==> src/verilog/accel_pkg.sv <==
package accel_pkg;

	// lane layout of the datapath
	localparam int LANES         = 4;
	localparam int FEATURE_WIDTH = 8;
	localparam int WEIGHT_WIDTH  = 8;
	localparam int ACC_WIDTH     = 24;

	localparam int PATCH_CNT_WIDTH = 8;

	// order codes seen on the task interface
	localparam int ORDER_WIDTH = 3;
	localparam logic [ORDER_WIDTH-1:0] ORDER_CONVOLUTION = 3'd1;

	localparam int SHIFT_WIDTH = 4;
	localparam int RESULT_MAX  = 127; // upper clamp of the output byte

	typedef logic signed [FEATURE_WIDTH-1:0] feature_t;
	typedef logic signed [WEIGHT_WIDTH-1:0]  weight_t;
	typedef logic signed [ACC_WIDTH-1:0]     acc_t;
	typedef logic [7:0]                      result_t;

endpackage

==> src/verilog/wb_pkg.sv <==
package wb_pkg;

	localparam int WB_ADDR_WIDTH = 32;
	localparam int WB_DATA_WIDTH = accel_pkg::LANES * 8; // one byte per lane

	typedef logic [WB_ADDR_WIDTH-1:0] wb_addr_t; // word address
	typedef logic [WB_DATA_WIDTH-1:0] wb_data_t;

endpackage

==> src/verilog/conv_control.sv <==
`timescale 1ns/1ps

module conv_control (
	input  logic                                  system_clk,
	input  logic                                  rst_n,
	input  logic                                  task_start,
	input  logic                                  task_finish,
	input  logic                                  calculate_start,
	input  logic [accel_pkg::ORDER_WIDTH-1:0]     order,
	input  wb_pkg::wb_addr_t                      feature_input_base_addr,
	input  wb_pkg::wb_addr_t                      weight_base_addr,
	input  wb_pkg::wb_addr_t                      return_addr,
	input  logic [accel_pkg::PATCH_CNT_WIDTH-1:0] feature_input_patch_num,
	input  logic [accel_pkg::PATCH_CNT_WIDTH-1:0] feature_output_patch_num,
	input  logic                                  bus_done,
	input  logic                                  psum_valid,
	input  logic                                  result_valid,
	output logic                                  calculate_finish,
	output logic                                  bus_req,
	output logic                                  bus_we,
	output wb_pkg::wb_addr_t                      bus_addr,
	output logic                                  load_weight,
	output logic                                  load_feature,
	output logic                                  mac_start,
	output logic                                  first_patch,
	output logic                                  last_patch
);
	import accel_pkg::*;
	import wb_pkg::*;

	typedef enum logic [1:0] {
		TASK_WAIT_TASK,
		TASK_WAIT_ORDER,
		TASK_WAIT_CONV
	} task_state_t;

	typedef enum logic [3:0] {
		CONV_IDLE,
		CONV_FETCH_WEIGHT,
		CONV_FETCH_FEATURE,
		CONV_START_MAC,
		CONV_WAIT_PSUM,
		CONV_CHECK_INPUT,
		CONV_WAIT_RESULT,
		CONV_WRITE_BACK,
		CONV_CHECK_OUTPUT,
		CONV_FINISH
	} conv_state_t;

	task_state_t task_state;
	conv_state_t conv_state;
	logic [PATCH_CNT_WIDTH-1:0]   input_patch_cnt;
	logic [PATCH_CNT_WIDTH-1:0]   output_patch_cnt;
	logic [2*PATCH_CNT_WIDTH-1:0] weight_idx;
	logic                         bus_pending; // request issued, waiting for done
	logic                         bus_state;

	always_ff @(posedge system_clk or negedge rst_n) begin
		if (!rst_n) begin
			task_state <= TASK_WAIT_TASK;
		end else begin
			case (task_state)
				TASK_WAIT_TASK: begin
					if (task_start) begin
						task_state <= TASK_WAIT_ORDER;
					end
				end
				TASK_WAIT_ORDER: begin
					if (calculate_start && order == ORDER_CONVOLUTION) begin
						task_state <= TASK_WAIT_CONV;
					end else if (task_finish) begin
						task_state <= TASK_WAIT_TASK;
					end
				end
				TASK_WAIT_CONV: begin
					if (conv_state == CONV_FINISH) begin
						task_state <= TASK_WAIT_ORDER;
					end
				end
				default: task_state <= TASK_WAIT_TASK;
			endcase
		end
	end

	always_ff @(posedge system_clk or negedge rst_n) begin
		if (!rst_n) begin
			conv_state <= CONV_IDLE;
		end else begin
			case (conv_state)
				CONV_IDLE: begin
					if (task_state == TASK_WAIT_CONV) begin
						conv_state <= CONV_FETCH_WEIGHT;
					end
				end
				CONV_FETCH_WEIGHT: begin
					if (bus_done) begin
						conv_state <= CONV_FETCH_FEATURE;
					end
				end
				CONV_FETCH_FEATURE: begin
					if (bus_done) begin
						conv_state <= CONV_START_MAC;
					end
				end
				CONV_START_MAC: conv_state <= CONV_WAIT_PSUM;
				CONV_WAIT_PSUM: begin
					if (psum_valid) begin
						conv_state <= CONV_CHECK_INPUT;
					end
				end
				CONV_CHECK_INPUT: begin
					if (input_patch_cnt == feature_input_patch_num) begin
						conv_state <= CONV_WAIT_RESULT;
					end else begin
						conv_state <= CONV_FETCH_WEIGHT;
					end
				end
				CONV_WAIT_RESULT: begin
					if (result_valid) begin
						conv_state <= CONV_WRITE_BACK;
					end
				end
				CONV_WRITE_BACK: begin
					if (bus_done) begin
						conv_state <= CONV_CHECK_OUTPUT;
					end
				end
				CONV_CHECK_OUTPUT: begin
					if (output_patch_cnt == feature_output_patch_num) begin
						conv_state <= CONV_FINISH;
					end else begin
						conv_state <= CONV_FETCH_WEIGHT;
					end
				end
				default: conv_state <= CONV_IDLE; // finish and recovery
			endcase
		end
	end

	always_ff @(posedge system_clk or negedge rst_n) begin
		if (!rst_n) begin
			input_patch_cnt <= '0;
		end else if (conv_state == CONV_IDLE) begin
			input_patch_cnt <= '0;
		end else if (conv_state == CONV_WAIT_PSUM && psum_valid) begin
			input_patch_cnt <= input_patch_cnt + 1'b1;
		end else if (conv_state == CONV_CHECK_INPUT &&
			input_patch_cnt == feature_input_patch_num) begin
			input_patch_cnt <= '0;
		end
	end

	always_ff @(posedge system_clk or negedge rst_n) begin
		if (!rst_n) begin
			output_patch_cnt <= '0;
		end else if (conv_state == CONV_WRITE_BACK && bus_done) begin
			output_patch_cnt <= output_patch_cnt + 1'b1;
		end else if (conv_state == CONV_FINISH) begin
			output_patch_cnt <= '0;
		end
	end

	// weights are stored output-major, so one running index covers o*n+i
	always_ff @(posedge system_clk or negedge rst_n) begin
		if (!rst_n) begin
			weight_idx <= '0;
		end else if (conv_state == CONV_IDLE) begin
			weight_idx <= '0;
		end else if (conv_state == CONV_FETCH_WEIGHT && bus_done) begin
			weight_idx <= weight_idx + 1'b1;
		end
	end

	always_ff @(posedge system_clk or negedge rst_n) begin
		if (!rst_n) begin
			bus_pending <= 1'b0;
		end else if (bus_done) begin
			bus_pending <= 1'b0;
		end else if (bus_req) begin
			bus_pending <= 1'b1;
		end
	end

	assign bus_state = (conv_state == CONV_FETCH_WEIGHT) ||
		(conv_state == CONV_FETCH_FEATURE) || (conv_state == CONV_WRITE_BACK);
	assign bus_req = bus_state && !bus_pending; // single cycle pulse
	assign bus_we  = (conv_state == CONV_WRITE_BACK);

	always_comb begin
		case (conv_state)
			CONV_FETCH_WEIGHT:  bus_addr = weight_base_addr + wb_addr_t'(weight_idx);
			CONV_FETCH_FEATURE: bus_addr = feature_input_base_addr + wb_addr_t'(input_patch_cnt);
			default:            bus_addr = return_addr + wb_addr_t'(output_patch_cnt);
		endcase
	end

	assign load_weight  = (conv_state == CONV_FETCH_WEIGHT) && bus_done;
	assign load_feature = (conv_state == CONV_FETCH_FEATURE) && bus_done;
	assign mac_start    = (conv_state == CONV_START_MAC);
	assign first_patch  = (input_patch_cnt == '0);
	assign last_patch   = (input_patch_cnt == feature_input_patch_num - 1'b1);

	assign calculate_finish = (task_state != TASK_WAIT_CONV);

	// zero counts would never reach the compare in the check states
	assert property (@(posedge system_clk) disable iff (!rst_n)
		(conv_state == CONV_IDLE && task_state == TASK_WAIT_CONV) |->
		(feature_input_patch_num != '0 && feature_output_patch_num != '0))
		else $error("convolution started with a zero patch count");

endmodule

==> src/verilog/wb_master.sv <==
`timescale 1ns/1ps

module wb_master (
	input  logic             system_clk,
	input  logic             rst_n,
	input  logic             bus_req,
	input  logic             bus_we,
	input  wb_pkg::wb_addr_t bus_addr,
	input  wb_pkg::wb_data_t bus_wdata,
	output logic             bus_done,
	output wb_pkg::wb_data_t bus_rdata,
	output logic             wb_cyc,
	output logic             wb_stb,
	output logic             wb_we,
	output wb_pkg::wb_addr_t wb_adr,
	output wb_pkg::wb_data_t wb_wdata,
	input  wb_pkg::wb_data_t wb_rdata,
	input  logic             wb_ack
);
	import wb_pkg::*;

	typedef enum logic {
		MST_IDLE,
		MST_ACTIVE
	} mst_state_t;

	mst_state_t state;
	wb_addr_t   adr_q;
	wb_data_t   wdata_q;
	wb_data_t   rdata_q;
	logic       we_q;
	logic       done_q;

	always_ff @(posedge system_clk or negedge rst_n) begin
		if (!rst_n) begin
			state  <= MST_IDLE;
			we_q   <= 1'b0;
			done_q <= 1'b0;
		end else begin
			done_q <= 1'b0;
			if (state == MST_IDLE && bus_req) begin
				state <= MST_ACTIVE;
				we_q  <= bus_we;
			end else if (state == MST_ACTIVE && wb_ack) begin
				state  <= MST_IDLE; // cyc drops the cycle after ack
				done_q <= 1'b1;
			end
		end
	end

	always_ff @(posedge system_clk) begin
		if (state == MST_IDLE && bus_req) begin
			adr_q   <= bus_addr;
			wdata_q <= bus_wdata;
		end
		if (state == MST_ACTIVE && wb_ack && !we_q) begin
			rdata_q <= wb_rdata;
		end
	end

	assign wb_cyc    = (state == MST_ACTIVE);
	assign wb_stb    = (state == MST_ACTIVE);
	assign wb_we     = we_q;
	assign wb_adr    = adr_q;
	assign wb_wdata  = wdata_q;
	assign bus_done  = done_q;
	assign bus_rdata = rdata_q;

	assert property (@(posedge system_clk) disable iff (!rst_n) wb_stb |-> wb_cyc)
		else $error("strobe raised outside a bus cycle");

	// controller must wait for done before the next request
	assert property (@(posedge system_clk) disable iff (!rst_n)
		bus_req |-> (state == MST_IDLE))
		else $error("bus request while a transfer is in flight");

endmodule

==> src/verilog/mac_core.sv <==
`timescale 1ns/1ps

module mac_core (
	input  logic             system_clk,
	input  logic             rst_n,
	input  logic             load_weight,
	input  logic             load_feature,
	input  logic             mac_start,
	input  wb_pkg::wb_data_t operand,
	output logic             psum_valid,
	output accel_pkg::acc_t  psum
);
	import accel_pkg::*;
	import wb_pkg::*;

	wb_data_t weight_word;
	wb_data_t feature_word;
	weight_t  weight_lane  [LANES];
	feature_t feature_lane [LANES];
	logic signed [WEIGHT_WIDTH+FEATURE_WIDTH-1:0] prod_q [LANES];
	logic     stage1_valid;
	acc_t     sum_next;

	always_ff @(posedge system_clk) begin
		if (load_weight) begin
			weight_word <= operand;
		end
		if (load_feature) begin
			feature_word <= operand;
		end
	end

	always_comb begin
		for (int l = 0; l < LANES; l++) begin
			weight_lane[l]  = weight_t'(weight_word[l*WEIGHT_WIDTH +: WEIGHT_WIDTH]);
			feature_lane[l] = feature_t'(feature_word[l*FEATURE_WIDTH +: FEATURE_WIDTH]);
		end
	end

	// stage one, lane products
	always_ff @(posedge system_clk) begin
		if (mac_start) begin
			for (int l = 0; l < LANES; l++) begin
				prod_q[l] <= weight_lane[l] * feature_lane[l];
			end
		end
	end

	always_comb begin
		sum_next = '0;
		for (int l = 0; l < LANES; l++) begin
			sum_next = sum_next + acc_t'(prod_q[l]); // sign extended
		end
	end

	// stage two, add tree
	always_ff @(posedge system_clk) begin
		if (stage1_valid) begin
			psum <= sum_next;
		end
	end

	always_ff @(posedge system_clk or negedge rst_n) begin
		if (!rst_n) begin
			stage1_valid <= 1'b0;
			psum_valid   <= 1'b0;
		end else begin
			stage1_valid <= mac_start;
			psum_valid   <= stage1_valid;
		end
	end

	assert property (@(posedge system_clk) disable iff (!rst_n)
		mac_start |-> !(stage1_valid || psum_valid))
		else $error("mac_start while the MAC pipeline is busy");

endmodule

==> src/verilog/psum_accumulator.sv <==
`timescale 1ns/1ps

module psum_accumulator (
	input  logic            system_clk,
	input  logic            rst_n,
	input  logic            psum_valid,
	input  logic            first_patch,
	input  logic            last_patch,
	input  accel_pkg::acc_t psum,
	output logic            acc_valid,
	output accel_pkg::acc_t acc_sum
);
	import accel_pkg::*;

	acc_t sum_q;

	always_ff @(posedge system_clk) begin
		if (psum_valid) begin
			if (first_patch) begin
				sum_q <= psum; // new output patch
			end else begin
				sum_q <= sum_q + psum;
			end
		end
	end

	always_ff @(posedge system_clk or negedge rst_n) begin
		if (!rst_n) begin
			acc_valid <= 1'b0;
		end else begin
			acc_valid <= psum_valid && last_patch;
		end
	end

	assign acc_sum = sum_q;

endmodule

==> src/verilog/activation_quant.sv <==
`timescale 1ns/1ps

module activation_quant (
	input  logic                              system_clk,
	input  logic                              rst_n,
	input  logic                              acc_valid,
	input  accel_pkg::acc_t                   acc_sum,
	input  logic [accel_pkg::SHIFT_WIDTH-1:0] out_shift,
	output logic                              result_valid,
	output accel_pkg::result_t                result
);
	import accel_pkg::*;

	acc_t    shifted;
	result_t result_next;

	always_comb begin
		shifted = acc_sum >>> out_shift;
		if (acc_sum < 0) begin
			result_next = '0; // relu
		end else if (shifted > acc_t'(RESULT_MAX)) begin
			result_next = result_t'(RESULT_MAX);
		end else begin
			result_next = result_t'(shifted);
		end
	end

	// held until the next total arrives
	always_ff @(posedge system_clk) begin
		if (acc_valid) begin
			result <= result_next;
		end
	end

	always_ff @(posedge system_clk or negedge rst_n) begin
		if (!rst_n) begin
			result_valid <= 1'b0;
		end else begin
			result_valid <= acc_valid;
		end
	end

endmodule

==> src/verilog/accel_top.sv <==
`timescale 1ns/1ps

module accel_top (
	input  logic                                  system_clk,
	input  logic                                  rst_n,
	input  logic                                  task_start,
	input  logic                                  task_finish,
	input  logic                                  calculate_start,
	output logic                                  calculate_finish,
	input  logic [accel_pkg::ORDER_WIDTH-1:0]     order,
	input  wb_pkg::wb_addr_t                      feature_input_base_addr,
	input  wb_pkg::wb_addr_t                      weight_base_addr,
	input  wb_pkg::wb_addr_t                      return_addr,
	input  logic [accel_pkg::PATCH_CNT_WIDTH-1:0] feature_input_patch_num,
	input  logic [accel_pkg::PATCH_CNT_WIDTH-1:0] feature_output_patch_num,
	input  logic [accel_pkg::SHIFT_WIDTH-1:0]     out_shift,
	output logic                                  wb_cyc,
	output logic                                  wb_stb,
	output logic                                  wb_we,
	output wb_pkg::wb_addr_t                      wb_adr,
	output wb_pkg::wb_data_t                      wb_wdata,
	input  wb_pkg::wb_data_t                      wb_rdata,
	input  logic                                  wb_ack
);
	import accel_pkg::*;
	import wb_pkg::*;

	logic     bus_req;
	logic     bus_we;
	logic     bus_done;
	wb_addr_t bus_addr;
	wb_data_t bus_wdata;
	wb_data_t bus_rdata;
	logic     load_weight;
	logic     load_feature;
	logic     mac_start;
	logic     first_patch;
	logic     last_patch;
	logic     psum_valid;
	acc_t     psum;
	logic     acc_valid;
	acc_t     acc_sum;
	logic     result_valid;
	result_t  result;

	assign bus_wdata = wb_data_t'(result); // zero extended byte

	conv_control u_conv_control (
		.system_clk               ( system_clk               ),
		.rst_n                    ( rst_n                    ),
		.task_start               ( task_start               ),
		.task_finish              ( task_finish              ),
		.calculate_start          ( calculate_start          ),
		.order                    ( order                    ),
		.feature_input_base_addr  ( feature_input_base_addr  ),
		.weight_base_addr         ( weight_base_addr         ),
		.return_addr              ( return_addr              ),
		.feature_input_patch_num  ( feature_input_patch_num  ),
		.feature_output_patch_num ( feature_output_patch_num ),
		.bus_done                 ( bus_done                 ),
		.psum_valid               ( psum_valid               ),
		.result_valid             ( result_valid             ),
		.calculate_finish         ( calculate_finish         ),
		.bus_req                  ( bus_req                  ),
		.bus_we                   ( bus_we                   ),
		.bus_addr                 ( bus_addr                 ),
		.load_weight              ( load_weight              ),
		.load_feature             ( load_feature             ),
		.mac_start                ( mac_start                ),
		.first_patch              ( first_patch              ),
		.last_patch               ( last_patch               )
	);

	wb_master u_wb_master (
		.system_clk ( system_clk ),
		.rst_n      ( rst_n      ),
		.bus_req    ( bus_req    ),
		.bus_we     ( bus_we     ),
		.bus_addr   ( bus_addr   ),
		.bus_wdata  ( bus_wdata  ),
		.bus_done   ( bus_done   ),
		.bus_rdata  ( bus_rdata  ),
		.wb_cyc     ( wb_cyc     ),
		.wb_stb     ( wb_stb     ),
		.wb_we      ( wb_we      ),
		.wb_adr     ( wb_adr     ),
		.wb_wdata   ( wb_wdata   ),
		.wb_rdata   ( wb_rdata   ),
		.wb_ack     ( wb_ack     )
	);

	mac_core u_mac_core (
		.system_clk   ( system_clk   ),
		.rst_n        ( rst_n        ),
		.load_weight  ( load_weight  ),
		.load_feature ( load_feature ),
		.mac_start    ( mac_start    ),
		.operand      ( bus_rdata    ),
		.psum_valid   ( psum_valid   ),
		.psum         ( psum         )
	);

	psum_accumulator u_psum_accumulator (
		.system_clk  ( system_clk  ),
		.rst_n       ( rst_n       ),
		.psum_valid  ( psum_valid  ),
		.first_patch ( first_patch ),
		.last_patch  ( last_patch  ),
		.psum        ( psum        ),
		.acc_valid   ( acc_valid   ),
		.acc_sum     ( acc_sum     )
	);

	activation_quant u_activation_quant (
		.system_clk   ( system_clk   ),
		.rst_n        ( rst_n        ),
		.acc_valid    ( acc_valid    ),
		.acc_sum      ( acc_sum      ),
		.out_shift    ( out_shift    ),
		.result_valid ( result_valid ),
		.result       ( result       )
	);

endmodule

==> config.mk <==
export PLATFORM = sky130hd
export DESIGN_NAME = accel_top
export DESIGN_NICKNAME = d
export VERILOG_FILES = /design/src/verilog/accel_pkg.sv /design/src/verilog/wb_pkg.sv /design/src/verilog/conv_control.sv /design/src/verilog/wb_master.sv /design/src/verilog/mac_core.sv /design/src/verilog/psum_accumulator.sv /design/src/verilog/activation_quant.sv /design/src/verilog/accel_top.sv
export SDC_FILE = /design/constraint.sdc
export NUM_CORES = 1
export LEC_CHECK = 0
export ABC_AREA = 0
export BUFFER_PORTS_ARGS = -buffer_cell sky130_fd_sc_hd__clkbuf_2
export CELL_PAD_IN_SITES_DETAIL_PLACEMENT = 2
export CELL_PAD_IN_SITES_GLOBAL_PLACEMENT = 2
export CORE_MARGIN = 2
export CORE_UTILIZATION = 31
export CTS_CLUSTER_SIZE = 40
export DETAILED_ROUTE_END_ITERATION = 12
export PLACE_DENSITY_LB_ADDON = 0.1
export REMOVE_ABC_BUFFERS = 1
export SLEW_MARGIN = 40
export SYNTH_ARGS = -nofsm -noshare
export SYNTH_HDL_FRONTEND = slang
export SYNTH_SLANG_ARGS = --single-unit
export TNS_END_PERCENT = 50
==> constraint.sdc <==
create_clock -name system_clk -period 8.2 [get_ports system_clk]
set_clock_uncertainty 0.2 [all_clocks]
set_input_delay 1.64 -clock system_clk [delete_from_list [all_inputs] [get_ports system_clk]]
set_output_delay 1.64 -clock system_clk [all_outputs]
set_load 0.02 [all_outputs]
==> run_results.csv <==
group,metric,value,unit
place,gp_congestion,0.837,
timing,period_share,0.666,
drt,drt_pre_antenna_iters,4,
setup_path,slowest_stage,"fa_1",
drt,post_drt_wl_per_cell,19.4,µm
synthesis,yosys_warnings,0,
floorplanning,core-area,0.0868,mm²
timing,rsz0062_at_grt,"no",
power,p_leak,13.5,nW
setup_path,rr_worst_depth,18,
synthesis,synth_area,0.0272,mm²
setup_path,crit_path_max_fanout,8,
timing,clock.fmax,183,MHz
setup_path,crit-reg2reg-launch,"u_mac_core.weight_word[11]$_DFFE_PP_",
setup_path,path_cells,"and2_1 -> fa_1 -> inv_1 -> fa_1 -> inv_1 -> fa_1 -> inv_1 -> fa_1 -> inv_1 -> ha_1 -> o21ai_0 -> a21boi_0 -> o21ai_0 -> a21boi_0 -> o21ai_0 -> a21boi_0 -> mux2i_1 -> nand2_1",
grt,antenna_found_initial,5,
layout,final_nets,3497,
hold_path,holdPathStages,0,
setup_path,arrival,5.57,ns
synthesis,yosysUniqueCellTypes,82,
synthesis,seq_area_frac_synth,0.326,
clock_tree,worstSkewPairLatency,0.57,ns
run,drv_cap,0,
grt,grt_pass1_vias,22100,
clock_tree,post_cts_buffers,0,
timing,min_period,5.46,ns
status,status,"finished, final reports clean",
floorplanning,rows,108,
floorplanning,dieArea,0.0900,mm²
timing,final-hold-violation-count,0,
setup_path,start_kind,"flip-flop",
clock_tree,htree_levels,2,
timing,tns,0,ns
drt,ant_nets,0,
drt,drtIter0Drc,667,
clock_tree,cts-hold-fix-buffers,0,
place,portBuffers,200,
drt,drc_errors,0,
synthesis,synth_common_cells,"389 x inv_1, 256 x edfxtp_1, 242 x fa_1",
synthesis,synth_flop_cell,"edfxtp_1",
power,power_density,268,mW/mm²
setup_path,ff2ff_setup_slack,2.74,ns
synthesis,synth_top_cell_area_share,0.283,
timing,setup_violations,0,
timing,finalWorstSetupSlack,2.74,ns
grt,grt_usage,0.177,
place,dpl.hpwl,64700,µm
timing,relSlewSlack,0.478,
synthesis,synth_most_common_cell,"inv_1",
synthesis,syn_inst,2672,
setup_path,crit_path_end_kind,"flip-flop",
clock_tree,clk_pin_slew,0.06,ns
clock_tree,cts_resized,0,
hold_path,min-delay-path-class,"flip-flop to flip-flop",
timing,worst_pin_slew,0.763,ns
synthesis,synth-async-reset-ratio,0.152,
floorplanning,start_util,0.313,
grt,grt_overflow,0,
clock_tree,cts_tree,"built",
floorplanning,die_h,300,µm
synthesis,synth_top_cell_by_area,"edfxtp_1",
layout,layout-drive-gt1-share,0.114,
setup_path,worstSetupPathType,"flip-flop to flip-flop",
hold_path,hp-start,"u_activation_quant.result[7]$_SDFFCE_PP0P_",
setup_path,crit_family,"adder cells",
setup_path,cp_num_buf_inv,4,
place,pre_cts_slack,2.73,ns
synthesis,synth_edf_count,256,
clock_tree,cts-buffers-inserted,40,
layout,synthToLayoutAreaGrowth,13.4,%
floorplanning,chipWidth,300,µm
power,peakVddDrop,0.000147,V
grt,grt_max_degree,47,
floorplanning,io_pins,225,
hold_path,hold_end,"u_wb_master.wb_wdata[7]$_DFFE_PP_",
drt,via_per_inst,4.82,
clock_tree,cts-root-buf,"clkbuf_16",
synthesis,synth.avg_cell_area,10.2,µm²
drt,via_count,19600,
power,finalPower,0.00825,W
timing,slew_violations,0,
clock_tree,cts_sinks,302,
setup_path,required,8.31,ns
clock_tree,clock_path_buffers,3,
synthesis,ys_ff_latch,302,
grt,grt_pass1_wl,126000,µm
synthesis,synth.area.top_cells,"edfxtp_1 28%, fa_1 18%, ha_1 9.8%, inv_1 5.4%, dfrtp_1 4.2%",
setup_path,r2r_end,"u_mac_core.prod_q[1][14]$_DFFE_PP_",
setup_path,cpPeakStageDelay,0.55,ns
drt,wl,79100,µm
timing,finalHoldWorstSlack,0.218,ns
-- worst max path at each step --
stage	slack (ns)	startpoint	cells after the start	to
2_1_floorplan	2.33	u_conv_control.conv_state[1]$_DFFE_PN0P_	2	u_mac_core.stage1_valid$_DFF_PN0_
3_3_place_gp	3.03	u_mac_core.feature_word[12]$_DFFE_PP_	18	u_mac_core.prod_q[1][14]$_DFFE_PP_
3_5_place_dp	2.73	u_mac_core.weight_word[11]$_DFFE_PP_	18	u_mac_core.prod_q[1][14]$_DFFE_PP_
4_1_cts	2.70	u_mac_core.weight_word[11]$_DFFE_PP_	18	u_mac_core.prod_q[1][14]$_DFFE_PP_
5_1_grt	2.36	u_mac_core.weight_word[11]$_DFFE_PP_	18	u_mac_core.prod_q[1][14]$_DFFE_PP_
6_report	2.74	u_mac_core.weight_word[11]$_DFFE_PP_	18	u_mac_core.prod_q[1][14]$_DFFE_PP_
-- layout by cell type (no fill, tap or decap), types with 116 or more instances in the layout --
cell,n
edfxtp_1,256
fa_1,242
nand2_1,236
ha_1,213
nor2_1,140
xnor2_1,121
and2_1,149
inv_1,389
o21ai_0,116
clkbuf_2,200
-- logic make-up (layout without fill, tap and decap cells) --
| group | after synthesis | in the layout | share of synthesized area |
|---|---|---|---|
| adder cells (fa/ha/maj) | 455 | 455 | 0.277 |
| AO/OA/AOI/OAI | 407 | 407 | 0.0955 |
| buffers and inverters | 456 | 673 | 0.0673 |
| multiplexers | 32 | 32 | 0.0150 |
| XOR/XNOR | 223 | 223 | 0.0719 |
| flip-flops | 302 | 302 | 0.326 |
| AND/OR/NAND/NOR | 796 | 796 | 0.148 |
| other | 1 | 29 | 0.000138 |
-- area by class of cell --
class / instances / area [µm²]
timing repair buffer: 214 / 1120
inverter: 389 / 1460
fill: 9477 / 56000
clock buffer: 50 / 1080
tap: 1155 / 1450
multi-input combinational: 1938 / 16600
sequential: 302 / 8840
clock inverter: 20 / 218
antenna: 4 / 10.0
-- worst reg2reg max path, stage by stage (launching register included) --
cell	delay, ns
edfxtp_1	0.49
and2_1	0.23
fa_1	0.55
inv_1	0.06
fa_1	0.47
inv_1	0.05
fa_1	0.52
inv_1	0.05
fa_1	0.54
inv_1	0.04
ha_1	0.32
o21ai_0	0.14
a21boi_0	0.27
o21ai_0	0.16
a21boi_0	0.33
o21ai_0	0.16
a21boi_0	0.32
mux2i_1	0.23
nand2_1	0.06
-- registers in the layout (all words and copies together), names as in the netlist --
register and flops:
u_activation_quant.result 8, u_activation_quant.result_valid 1, u_conv_control.bus_pending 1, u_conv_control.conv_state 4, u_conv_control.input_patch_cnt 8, u_conv_control.output_patch_cnt 8
u_conv_control.task_state 2, u_conv_control.weight_idx 16, u_mac_core.feature_word 32, u_mac_core.prod_q 64, u_mac_core.psum 24, u_mac_core.psum_valid 1
u_mac_core.stage1_valid 1, u_mac_core.weight_word 32, u_psum_accumulator.acc_sum 24, u_psum_accumulator.acc_valid 1, u_wb_master.bus_done 1, u_wb_master.bus_rdata 32
u_wb_master.wb_adr 32, u_wb_master.wb_cyc 1, u_wb_master.wb_wdata 8, u_wb_master.wb_we 1
-- metrics by stage --
step | util | area, µm² | cells
after detailed placement | 0.340 | 29500 | 3998
after global placement | 0.340 | 29500 | 3997
after CTS | 0.355 | 30800 | 4068
after global routing | 0.355 | 30800 | 4072
after floorplan | - | 26900 | 2629
final | 0.355 | 30800 | 4072
-- layer usage --
metal | part of all wire | vias to the layer above | track usage
met3 | 0.026 | 74 | 0.0202
li1 | - | 9350 | -
met2 | 0.51 | 233 | 0.319
met4 | 0.020 | 0 | 0.0442
met5 | 0 | - | 0
met1 | 0.45 | 9970 | 0.226
-- report_power, final --
part           total (W)  leakage (nW)  internal (W)  switching, W
Clock            0.00178         0.637       0.00106      0.000723
Combinational    0.00407          9.94       0.00163       0.00245
Sequential       0.00239          2.94       0.00215      0.000240
Power figures use the tool's default switching activity.
